### config.mk
export PLATFORM = sky130hd
export DESIGN_NAME = mem_fabric_top
export DESIGN_NICKNAME = d
export VERILOG_FILES = /design/src/logic/bus_pkg.sv /design/src/logic/mem_map_pkg.sv /design/src/logic/bank_router.sv /design/src/logic/sram_bank.sv /design/src/logic/resp_merge.sv /design/src/logic/mem_fabric_top.sv
export SDC_FILE = /design/constraint.sdc
export NUM_CORES = 2
export LEC_CHECK = 0
export BUFFER_PORTS_ARGS = -buffer_cell sky130_fd_sc_hd__buf_2
export CORE_MARGIN = 4
export CORE_UTILIZATION = 50
export DETAILED_ROUTE_END_ITERATION = 8
export PLACE_DENSITY = 0.65
export SYNTH_ARGS = -nofsm -noshare
export SYNTH_HDL_FRONTEND = slang
export SYNTH_SLANG_ARGS = --single-unit
### constraint.sdc
create_clock -name clk_50M -period 8.8 [get_ports clk_50M]
set_clock_uncertainty 0.05 [all_clocks]
set_input_delay 0.88 -clock clk_50M [delete_from_list [all_inputs] [get_ports clk_50M]]
set_output_delay 0.88 -clock clk_50M [all_outputs]
set_load 0.05 [all_outputs]
### src/logic/bus_pkg.sv
package bus_pkg;

    // operation carried on the data port and on every bank port
    typedef enum logic {
        OP_READ  = 1'b0,
        OP_WRITE = 1'b1
    } op_e;

    // tag that routes read data back to the master that asked
    typedef enum logic {
        MST_INST = 1'b0,
        MST_DATA = 1'b1
    } master_e;

    typedef logic [31:0] word_t;
    typedef logic [31:0] addr_t;  // word address, not byte address
    typedef logic [3:0]  mask_t;  // byte enable, bit 0 is bits 7:0

    // instruction port only ever reads
    typedef struct packed {
        addr_t addr;
    } inst_req_t;

    typedef struct packed {
        op_e   op;
        addr_t addr;
        word_t wdata;
        mask_t mask;
    } data_req_t;

    // request as seen by a single bank
    typedef struct packed {
        master_e mst;
        op_e     op;
        addr_t   idx;    // word index inside the bank, upper bits zero
        word_t   wdata;
        mask_t   mask;
    } bank_req_t;

    typedef struct packed {
        logic    valid;
        master_e mst;
        word_t   rdata;
    } bank_rsp_t;

endpackage

### src/logic/mem_map_pkg.sv
package mem_map_pkg;

    // default memory map of the fabric
    //
    // two banks stand in for the base and ext SRAMs of the board,
    // the bank is picked by the top word-address bits, so the
    // address width has to cover NUM_BANKS * BANK_WORDS words

    // base bank plus ext bank
    localparam int NUM_BANKS_DEF = 2;

    // words held by each bank
    localparam int BANK_WORDS_DEF = 64;

    // 1 bank select bit + 6 index bits
    localparam int WORD_ADDR_W_DEF = 7;

endpackage

### src/logic/bank_router.sv
`timescale 1ns/100ps

module bank_router #(
    parameter int NUM_BANKS,
    parameter int WORD_ADDR_W
) (
    input  logic                inst_req_valid_i,
    input  bus_pkg::inst_req_t  inst_req_i,
    input  logic                data_req_valid_i,
    input  bus_pkg::data_req_t  data_req_i,
    output logic                data_req_ready_o,
    output bus_pkg::bank_req_t  bank_req_o [NUM_BANKS],
    output logic [NUM_BANKS-1:0] bank_req_valid_o
);

    import bus_pkg::*;

    localparam int SEL_W = $clog2(NUM_BANKS);
    localparam int IDX_W = WORD_ADDR_W - SEL_W;  // index bits inside one bank

    logic [SEL_W-1:0] inst_bank;
    logic [SEL_W-1:0] data_bank;
    logic             same_bank;

    bank_req_t        inst_bank_req;
    bank_req_t        data_bank_req;

    // bank select is the top of the used word address
    assign inst_bank = inst_req_i.addr[WORD_ADDR_W-1 -: SEL_W];
    assign data_bank = data_req_i.addr[WORD_ADDR_W-1 -: SEL_W];
    assign same_bank = (inst_bank == data_bank);

    // instruction fetch has priority, data waits on a shared bank
    // ready does not look at data valid, so no loop through the master
    assign data_req_ready_o = !(inst_req_valid_i && same_bank);

    // instruction side, always a full word read
    always_comb begin
        inst_bank_req            = '0;
        inst_bank_req.mst        = MST_INST;
        inst_bank_req.op         = OP_READ;
        inst_bank_req.idx[IDX_W-1:0] = inst_req_i.addr[IDX_W-1:0];
        inst_bank_req.mask       = '1;
    end

    // data side keeps op, data and byte mask
    always_comb begin
        data_bank_req            = '0;
        data_bank_req.mst        = MST_DATA;
        data_bank_req.op         = data_req_i.op;
        data_bank_req.idx[IDX_W-1:0] = data_req_i.addr[IDX_W-1:0];
        data_bank_req.wdata      = data_req_i.wdata;
        data_bank_req.mask       = data_req_i.mask;
    end

    // one port per bank
    for (genvar b = 0; b < NUM_BANKS; b++) begin : g_bank_port
        logic inst_hit;
        logic data_hit;

        assign inst_hit = inst_req_valid_i && (inst_bank == SEL_W'(b));
        // ready low already means inst holds this bank
        assign data_hit = data_req_valid_i && data_req_ready_o
                          && (data_bank == SEL_W'(b));

        assign bank_req_valid_o[b] = inst_hit || data_hit;
        assign bank_req_o[b]       = inst_hit ? inst_bank_req : data_bank_req;
    end

endmodule

### src/logic/sram_bank.sv
`timescale 1ns/100ps

module sram_bank #(
    parameter int BANK_WORDS
) (
    input  logic                clk_50M,
    input  logic                reset_i,
    input  logic                req_valid_i,
    input  bus_pkg::bank_req_t  req_i,
    output bus_pkg::bank_rsp_t  rsp_o
);

    import bus_pkg::*;

    localparam int IDX_W     = $clog2(BANK_WORDS);
    localparam int NUM_BYTES = $bits(mask_t);

    word_t            mem [BANK_WORDS];

    logic [IDX_W-1:0] idx;
    logic             rd_fire;
    logic             wr_fire;

    logic             rsp_valid;
    master_e          rsp_mst;
    word_t            rsp_rdata;

    assign idx     = req_i.idx[IDX_W-1:0];  // router already cleared the bank bits
    assign rd_fire = req_valid_i && (req_i.op == OP_READ);
    assign wr_fire = req_valid_i && (req_i.op == OP_WRITE);

    // byte lanes written only where the mask is set
    always_ff @(posedge clk_50M) begin
        if (wr_fire) begin
            for (int b = 0; b < NUM_BYTES; b++) begin
                if (req_i.mask[b]) begin
                    mem[idx][8*b +: 8] <= req_i.wdata[8*b +: 8];
                end
            end
        end
    end

    // registered read, data and tag held until the next read
    always_ff @(posedge clk_50M) begin
        if (rd_fire) begin
            rsp_rdata <= mem[idx];
            rsp_mst   <= req_i.mst;
        end
    end

    always_ff @(posedge clk_50M) begin
        if (reset_i) begin
            rsp_valid <= 1'b0;
        end else begin
            rsp_valid <= rd_fire;  // one cycle pulse per read
        end
    end

    assign rsp_o = '{valid: rsp_valid, mst: rsp_mst, rdata: rsp_rdata};

endmodule

### src/logic/resp_merge.sv
`timescale 1ns/100ps

module resp_merge #(
    parameter int NUM_BANKS
) (
    input  bus_pkg::bank_rsp_t bank_rsp_i [NUM_BANKS],
    output logic               inst_rsp_valid_o,
    output bus_pkg::word_t     inst_rdata_o,
    output logic               data_rsp_valid_o,
    output bus_pkg::word_t     data_rdata_o
);

    import bus_pkg::*;

    // at most one bank answers each master per cycle, since the
    // router never hands one master two banks in the same cycle
    always_comb begin
        inst_rsp_valid_o = 1'b0;
        inst_rdata_o     = '0;
        data_rsp_valid_o = 1'b0;
        data_rdata_o     = '0;

        for (int b = 0; b < NUM_BANKS; b++) begin
            if (bank_rsp_i[b].valid) begin
                if (bank_rsp_i[b].mst == MST_INST) begin
                    inst_rsp_valid_o = 1'b1;
                    inst_rdata_o     = bank_rsp_i[b].rdata;
                end else begin
                    data_rsp_valid_o = 1'b1;
                    data_rdata_o     = bank_rsp_i[b].rdata;
                end
            end
        end
    end

endmodule

### src/logic/mem_fabric_top.sv
`timescale 1ns/100ps

module mem_fabric_top #(
    parameter int NUM_BANKS   = mem_map_pkg::NUM_BANKS_DEF,
    parameter int BANK_WORDS  = mem_map_pkg::BANK_WORDS_DEF,
    parameter int WORD_ADDR_W = mem_map_pkg::WORD_ADDR_W_DEF
) (
    input  logic               clk_50M,
    input  logic               reset_i,

    // instruction master, read only, never stalled
    input  logic               inst_req_valid_i,
    input  bus_pkg::inst_req_t inst_req_i,

    // data master, valid/ready
    input  logic               data_req_valid_i,
    input  bus_pkg::data_req_t data_req_i,
    output logic               data_req_ready_o,

    output logic               inst_rsp_valid_o,
    output bus_pkg::word_t     inst_rdata_o,
    output logic               data_rsp_valid_o,
    output bus_pkg::word_t     data_rdata_o
);

    import bus_pkg::*;

    bank_req_t            bank_req [NUM_BANKS];
    logic [NUM_BANKS-1:0] bank_req_valid;
    bank_rsp_t            bank_rsp [NUM_BANKS];

    bank_router #(
        .NUM_BANKS   (NUM_BANKS),
        .WORD_ADDR_W (WORD_ADDR_W)
    ) u_router (
        .inst_req_valid_i (inst_req_valid_i),
        .inst_req_i       (inst_req_i),
        .data_req_valid_i (data_req_valid_i),
        .data_req_i       (data_req_i),
        .data_req_ready_o (data_req_ready_o),
        .bank_req_o       (bank_req),
        .bank_req_valid_o (bank_req_valid)
    );

    // bank 0 is the base SRAM, bank 1 the ext SRAM
    for (genvar b = 0; b < NUM_BANKS; b++) begin : g_bank
        sram_bank #(
            .BANK_WORDS (BANK_WORDS)
        ) u_bank (
            .clk_50M     (clk_50M),
            .reset_i     (reset_i),
            .req_valid_i (bank_req_valid[b]),
            .req_i       (bank_req[b]),
            .rsp_o       (bank_rsp[b])
        );
    end

    resp_merge #(
        .NUM_BANKS (NUM_BANKS)
    ) u_merge (
        .bank_rsp_i       (bank_rsp),
        .inst_rsp_valid_o (inst_rsp_valid_o),
        .inst_rdata_o     (inst_rdata_o),
        .data_rsp_valid_o (data_rsp_valid_o),
        .data_rdata_o     (data_rdata_o)
    );

endmodule

==> After elaboration in Yosys (flattened, before gate mapping) <==
Memories as Yosys holds them, arrays and structs flattened. A register that Yosys moved wholly into a read port is not among the register bits.
Cells that the tools add are included.
{ "op_classes": {"n_addsub": 0, "n_mul": 0, "n_div": 0, "order_cmp": 0, "eq_ne": 1, "n_shift": 0, "mux": 42, "bitwise_logic": 4, "n_reduce_logical": 13} }
{ "ops": {"columns": ["op", "count"], "rows": [
  ["two-way mux 32 bit", 8],
  ["two-way mux 70 bit", 2],
  ["two-way mux 1 bit", 32],
  ["logical AND 1 bit", 10],
  ["NOT 1 bit", 4],
  ["logical OR 1 bit", 2],
  ["equality test 1 bit", 1],
  ["zero test 1 bit", 1]
]} }
{ "word_totals": {"reg_bits": 4, "latchBits": 0, "mem_bits_rw": 4096, "mem_bits_ro": 0, "input_bits": 105, "wordCells": 66, "n_memories": 2} }
{ "memory_table": {"columns": ["memory", "words", "word_bits", "rd", "rd_clocked_by_memory_dff", "write_ports", "line", "rtl"], "rows": [
  ["g_bank[0].u_bank.mem", 64, 32, 1, 1, 1, "sram_bank.sv:18", "word_t mem [BANK_WORDS];"],
  ["g_bank[1].u_bank.mem", 64, 32, 1, 1, 1, "sram_bank.sv:18", null]
]} }

==> Depth between registers and ports, before layout <==
{ "logic_depth": {"word_depth": 9, "ltp_mapped": 12, "depth_no_buf": 8} }

==> By module <==
Synthesis repeated with hierarchy kept, for this count alone.
{ "hier_totals": {"hier_cells": 9509, "hier_area_um2": 162066.7} }
{ "modules_own_cells": {"columns": ["mod", "n_inst", "cells_each", "area_each_um2", "seq_area_each_um2"], "rows": [
  ["sram_bank", 2, 4577, 79824.1, 62510.0],
  ["resp_merge", 1, 199, 1308.8, 0.0],
  ["bank_router", 1, 156, 1109.8, 0.0]
]} }

==> Worst setup path after synthesis <==
No wires, ideal clock.
{ "synth_path": {"path_type": "input -> register", "startpoint": "input port data_req_i[42] (netlist name)", "endpoint": "register g_bank[0].u_bank.rsp_mst (enable)", "setup_time_ps": 471, "arrival_ps": 3412, "required_time_ps": 8279, "slack_ps": 4867, "path_stages": 2, "path_buffers": 0, "path_cell_list": "nand2b_1 -> o21ai_0"} }
{ "synth_via": {"elab_chain_cells": 7, "elab_cells_between_ends": 8, "cone_classes": "eq/ne (1); bitwise (1); reduce/logical (6)"} }
{ "synth_lines": {"columns": ["item", "line", "rtl"], "rows": [
  ["from (decl)", "mem_fabric_top.sv:17", "input bus_pkg::data_req_t data_req_i,"],
  ["equality test 1 bit", "bank_router.sv:31", "assign same_bank = (inst_bank == data_bank);"],
  ["logical AND 1 bit", "bank_router.sv:35", "assign data_req_ready_o = !(inst_req_valid_i && same_bank);"],
  ["zero test 1 bit", "bank_router.sv:35", null],
  ["logical AND 1 bit", "bank_router.sv:63", "assign data_hit = data_req_valid_i && data_req_ready_o"],
  ["logical AND 1 bit *", "bank_router.sv:64", "&& (data_bank == SEL_W'(b));"],
  ["logical OR 1 bit *", "bank_router.sv:66", "assign bank_req_valid_o[b] = inst_hit || data_hit;"],
  ["logical AND 1 bit *", "sram_bank.sv:29", "assign rd_fire = req_valid_i && (req_i.op == OP_READ);"],
  ["via g_bank[0].u_bank.rd_fire", "sram_bank.sv:21", "logic rd_fire;"],
  ["to (signal assigned)", "sram_bank.sv:47", "rsp_mst <= req_i.mst;"],
  ["to (decl)", "sram_bank.sv:25", "master_e rsp_mst;"]
]} }
Mark *: on every way through the listed nets, which the timed path passes. The rest lies on a longest branch.
A chain may end at the register's enable or synchronous reset.

==> Worst setup path after layout <==
{ "layout_path": {"startpoint": "input port inst_req_valid_i", "endpoint": "memory g_bank[1].u_bank.mem[15][1] (netlist name) (enable)"} }
{ "layout_via": {"elab_chain_cells": 8, "elab_cells_between_ends": 11, "cone_classes": "mux (4); reduce/logical (7)"} }
{ "layout_lines": {"columns": ["item", "line", "rtl"], "rows": [
  ["from (decl)", "mem_fabric_top.sv:12", "input logic inst_req_valid_i,"],
  ["logical AND 1 bit", "bank_router.sv:35", null],
  ["zero test 1 bit", "bank_router.sv:35", null],
  ["logical AND 1 bit", "bank_router.sv:63", null],
  ["logical AND 1 bit", "bank_router.sv:64", null],
  ["logical OR 1 bit", "bank_router.sv:66", null],
  ["logical AND 1 bit", "sram_bank.sv:30", "assign wr_fire = req_valid_i && (req_i.op == OP_WRITE);"],
  ["two-way mux 1 bit", "sram_bank.sv:34", "if (wr_fire) begin"],
  ["two-way mux 1 bit (implied by the code)", "sram_bank.sv:37", "mem[idx][8*b +: 8] <= req_i.wdata[8*b +: 8];"],
  ["to (decl)", "sram_bank.sv:18", null]
]} }
Parallel ways exist; a longest one is shown, timed or not.

==> impl_results.html <==
<table>
<tr><th>Metric</th><th>Value</th></tr>
<tr><th colspan="2">Run status</th></tr>
<tr><td>Run status</td><td>finished clean</td></tr>
<tr><th colspan="2">Global route</th></tr>
<tr><td>First-pass GRT wire length</td><td>~630000 µm</td></tr>
<tr><td>Global routing usage summed across all routing layers</td><td>26.99%</td></tr>
<tr><td>Antenna violations before repair</td><td>27</td></tr>
<tr><td>Largest net degree at the start of global routing</td><td>roughly 130</td></tr>
<tr><td>Number of global-route vias before repair</td><td>roughly 85000</td></tr>
<tr><td>GRT Residual Overflow</td><td>0</td></tr>
<tr><th colspan="2">Setup path</th></tr>
<tr><td>Data required, critical path</td><td>9.26 ns</td></tr>
<tr><td>Crit. End Element</td><td>flip-flop</td></tr>
<tr><td>Startpoint type of the worst setup path</td><td>input pin</td></tr>
<tr><td>Worst setup path class</td><td>in -&gt; reg</td></tr>
<tr><td>Peak fanout along the critical path</td><td>38</td></tr>
<tr><td>WP data arrival</td><td>5.49 ns</td></tr>
<tr><th colspan="2">Floorplanning</th></tr>
<tr><td>Number of top-level pins</td><td>172</td></tr>
<tr><td>Row cnt</td><td>slightly above 200</td></tr>
<tr><td>Area of the placeable core</td><td>309400 µm²</td></tr>
<tr><td>Horizontal extent of the die</td><td>roughly 570 µm</td></tr>
<tr><td>Die height</td><td>566.1 µm</td></tr>
<tr><td>Floorplan die area</td><td>320400 µm²</td></tr>
<tr><td>Starting Density</td><td>50.34%</td></tr>
<tr><th colspan="2">Power and ir drop</th></tr>
<tr><td>Sequential cell fraction of total power</td><td>53.6%</td></tr>
<tr><td>Switching power</td><td>0.009216 W</td></tr>
<tr><td>Clock share of power</td><td>approximately two fifths</td></tr>
<tr><td>Net switching share of the total power</td><td>between 20 and 25%</td></tr>
<tr><td>Combinational share of power</td><td>6.0%</td></tr>
<tr><td>Power density over cell area</td><td>236.7 nW/µm²</td></tr>
<tr><td>Worst supply voltage drop on vdd</td><td>around 0.17 mV</td></tr>
<tr><td>Cell internal pwr</td><td>0.03204 W</td></tr>
<tr><td>Leakage</td><td>51.09 nW</td></tr>
<tr><th colspan="2">STA</th></tr>
<tr><td>Final Hold Violating Endpoints</td><td>0</td></tr>
<tr><td>RSZ-0062 raised after global routing</td><td>false</td></tr>
<tr><td>Maximum achievable frequency</td><td>198.9 MHz</td></tr>
<tr><td>Period minus WS final</td><td>5.027 ns</td></tr>
<tr><td>Setup TNS</td><td>0 ns</td></tr>
<tr><td>Count of endpoints failing setup in the final report</td><td>0</td></tr>
<tr><td>Worst max-slew margin expressed relative to the limit</td><td>around 3.8%</td></tr>
<tr><td>Slew at the pin closest to its max-slew limit</td><td>1.432 ns</td></tr>
<tr><td>Final worst path period share</td><td>57.13%</td></tr>
<tr><td>Final Slew Violations</td><td>0</td></tr>
<tr><th colspan="2">Clocking</th></tr>
<tr><td>Count of buffers added by post-CTS timing repair for setup</td><td>0</td></tr>
<tr><td># clock sinks</td><td>about 4200</td></tr>
<tr><td>Clock root buffer master</td><td>clkbuf_16</td></tr>
<tr><td>Number of buffers inserted during clock tree synthesis</td><td>roughly 390</td></tr>
<tr><td>CTS tree</td><td>done</td></tr>
<tr><td>CTS clock-pin slew for the worst setup and hold paths</td><td>0.06 ns</td></tr>
<tr><td>H-tree Lvls</td><td>5</td></tr>
<tr><td>Post-cts sizing count</td><td>0</td></tr>
<tr><td>Number of buffers added to fix hold violations after cts</td><td>0</td></tr>
<tr><td>Maximum clock insertion buffer count</td><td>4</td></tr>
<tr><td>Worst-Skew Late Latency</td><td>0.92 ns</td></tr>
<tr><th colspan="2">Synthesis</th></tr>
<tr><td>Fraction of synthesized cell area taken by the top area cell type</td><td>80.26%</td></tr>
<tr><td>Largest cells by area after synthesis</td><td>edfxtp_1, a22oi_1, mux2i_1</td></tr>
<tr><td>Proportion of synthesized chip area in sequential cells</td><td>between 80% and 90%</td></tr>
<tr><td>Number of warnings printed during yosys synthesis</td><td>0</td></tr>
<tr><td>Yosys cell types</td><td>76</td></tr>
<tr><td>Cells after synthesis</td><td>8657</td></tr>
<tr><td>Number of register bits inferred by synthesis</td><td>4164</td></tr>
<tr><td>Syn Nets</td><td>8762</td></tr>
<tr><td>Mean post-synth cell area</td><td>17.99 µm²</td></tr>
<tr><td>Main flop type after synthesis</td><td>edfxtp_1</td></tr>
<tr><td>Cell type contributing the most total cell area after synthesis</td><td>edfxtp_1</td></tr>
<tr><td>Number of enable flip-flop cells after synthesis</td><td>4162</td></tr>
<tr><td>Ys async rst share</td><td>0%</td></tr>
<tr><td>Netlist area before placement</td><td>155700 µm²</td></tr>
<tr><th colspan="2">Place</th></tr>
<tr><td>Number of buffer cells added on primary ports</td><td>121</td></tr>
<tr><td>Detailed placement HPWL</td><td>255500 µm</td></tr>
<tr><td>Number of placed instances, taps included</td><td>12580</td></tr>
<tr><td>RePlAce Congestion</td><td>0.9356</td></tr>
<tr><th colspan="2">Hold path</th></tr>
<tr><td>Worst hold path type</td><td>in -&gt; reg</td></tr>
<tr><th colspan="2">Detailed routing</th></tr>
<tr><td>Routed vias/inst</td><td>6.693</td></tr>
<tr><td>DRC violation count after routing</td><td>0</td></tr>
<tr><td>Via total after detailed routing</td><td>about 90000</td></tr>
<tr><td>Detailed-route wire length</td><td>445300 µm</td></tr>
<tr><td>Routed len/inst</td><td>about 33 µm</td></tr>
<tr><td>Number of design-rule violations left by the first detailed-router iteration</td><td>12920</td></tr>
<tr><td>Post-route antenna net violation count</td><td>0</td></tr>
<tr><td>First-pass DRT Iterations</td><td>9</td></tr>
<tr><th colspan="2">Layout</th></tr>
<tr><td>Final Non-Filler Cells</td><td>13330</td></tr>
<tr><td>Synthesis-to-finish area growth</td><td>11.92%</td></tr>
<tr><td>Number of nets in the layout</td><td>between 8000 and 9000</td></tr>
<tr><td>Most common cell after layout, fill and taps aside</td><td>edfxtp_1</td></tr>
<tr><td>Top library cells by usage in the layout, fill and taps aside</td><td>edfxtp_1, a22oi_1, clkbuf_16</td></tr>
<tr><td>Share of post-route cells with drive strength above 1</td><td>a little over an eighth</td></tr>
<tr><th colspan="2">Flow run</th></tr>
<tr><td>Maximum capacitance violations</td><td>0</td></tr>
</table>
-- area by class of cell --
type | instances | area [µm²]
clock inverter | 243 | 2325
clock buffer | 470 | 10210
timing repair buffer | 444 | 3323
tap | 4120 | 5155
fill | 23010 | 135100
antenna | 35 | 87.58
inverter | 8 | 35.03
multi-input combinational | 3850 | 28130
sequential | 4164 | 125000
-- critical path, stage by stage --
cell,delay (ns)
buf_2,0.39
and2_1,0.74
inv_2,0.59
nand2_1,0.22
nand2_1,0.29
or3_2,0.88
buf_4,0.39
nor3_1,1.05
-- Yosys cell counts, types with 47 or more instances --
library cell  count
edfxtp_1       4162
a22oi_1        1108
a22o_1          322
nor2_1          320
buf_2           304
mux2i_1         282
a221oi_1        244
nor3_1          236
a31oi_1         233
clkbuf_1        215
nand2_1         148
a21oi_1         140
nand4_1         101
a222oi_1         87
o221ai_1         86
nand3_1          72
and2_1           71
buf_4            56
mux2_2           56
buf_1            49
o21ai_0          48
a41oi_1          47
-- state kept, by name, indices dropped and copies added, names as in the netlist --
register / count
g_bank.u_bank.mem: 4096
g_bank.u_bank.rsp_mst: 2
g_bank.u_bank.rsp_rdata: 64
g_bank.u_bank.rsp_valid: 2
-- final timing paths --
| path | from | end | slack, ns | cells after the start |
|---|---|---|---|---|
| worst max-delay path | inst_req_valid_i | g_bank[1].u_bank.mem[15][1] | 3.77 | 8 |
| worst min register to register | g_bank[0].u_bank.mem[45][19] | g_bank[0].u_bank.rsp_rdata[19] | 0.62 | 4 |
| worst max register to register | g_bank[0].u_bank.mem[63][26] | g_bank[0].u_bank.rsp_rdata[26] | 5.76 | 5 |
| worst min-delay path | reset_i | g_bank[1].u_bank.rsp_valid | 0.11 | 2 |
-- logic make-up (layout without fill, tap and decap cells) --
group / count (synthesis) / after routing / synth area share [%]
AO/OA/AOI/OAI: 2460 / 2460 / 12.18
XOR/XNOR: 1 / 1 / 0.005625
buffers and inverters: 643 / 1165 / 1.981
flip-flops: 4164 / 4164 / 80.28
multiplexers: 357 / 357 / 2.369
other: 0 / 35 / 0
AND/OR/NAND/NOR: 1032 / 1032 / 3.183
-- layer usage --
metal  up-vias  GRT usage [%]  part of all wire, %
met5         -              0                0.016
met4        10          11.90                  5.0
met3       885          5.423                   11
met2      5777          41.33                   46
met1     45740          37.85                   38
li1      36830              -                    -
-- power groups by stage --
stage / clock [W] / combinational (W) / sequential [W]
floorplan: 0 / 0.00139 / 0.0224
global placement: 0 / 0.00238 / 0.0225
detailed placement: 0 / 0.00243 / 0.0225
CTS: 0.0167 / 0.00243 / 0.0221
global route: 0.0176 / 0.00258 / 0.0221
finish: 0.0167 / 0.00248 / 0.0221
-- stage by stage --
| step | instance area [µm²] | hold WS [ns] | setup slack [ns] | power, W | util, % |
|---|---|---|---|---|---|
| global route | 174200 | 0.09168 | 3.610 | 0.04226 | 56.32 |
| detailed placement | 161600 | 0.6178 | 2.980 | 0.02494 | 52.23 |
| finish | 174300 | 0.1123 | 3.773 | 0.04125 | 56.34 |
| floorplan | 155700 | 0.5718 | 4.867 | 0.02381 | - |
| CTS | 174100 | 0.05490 | 3.962 | 0.04127 | 56.29 |
| global placement | 161600 | 0.6168 | 2.820 | 0.02490 | 52.23 |
Note: power is estimated with default switching activity, not from simulation.
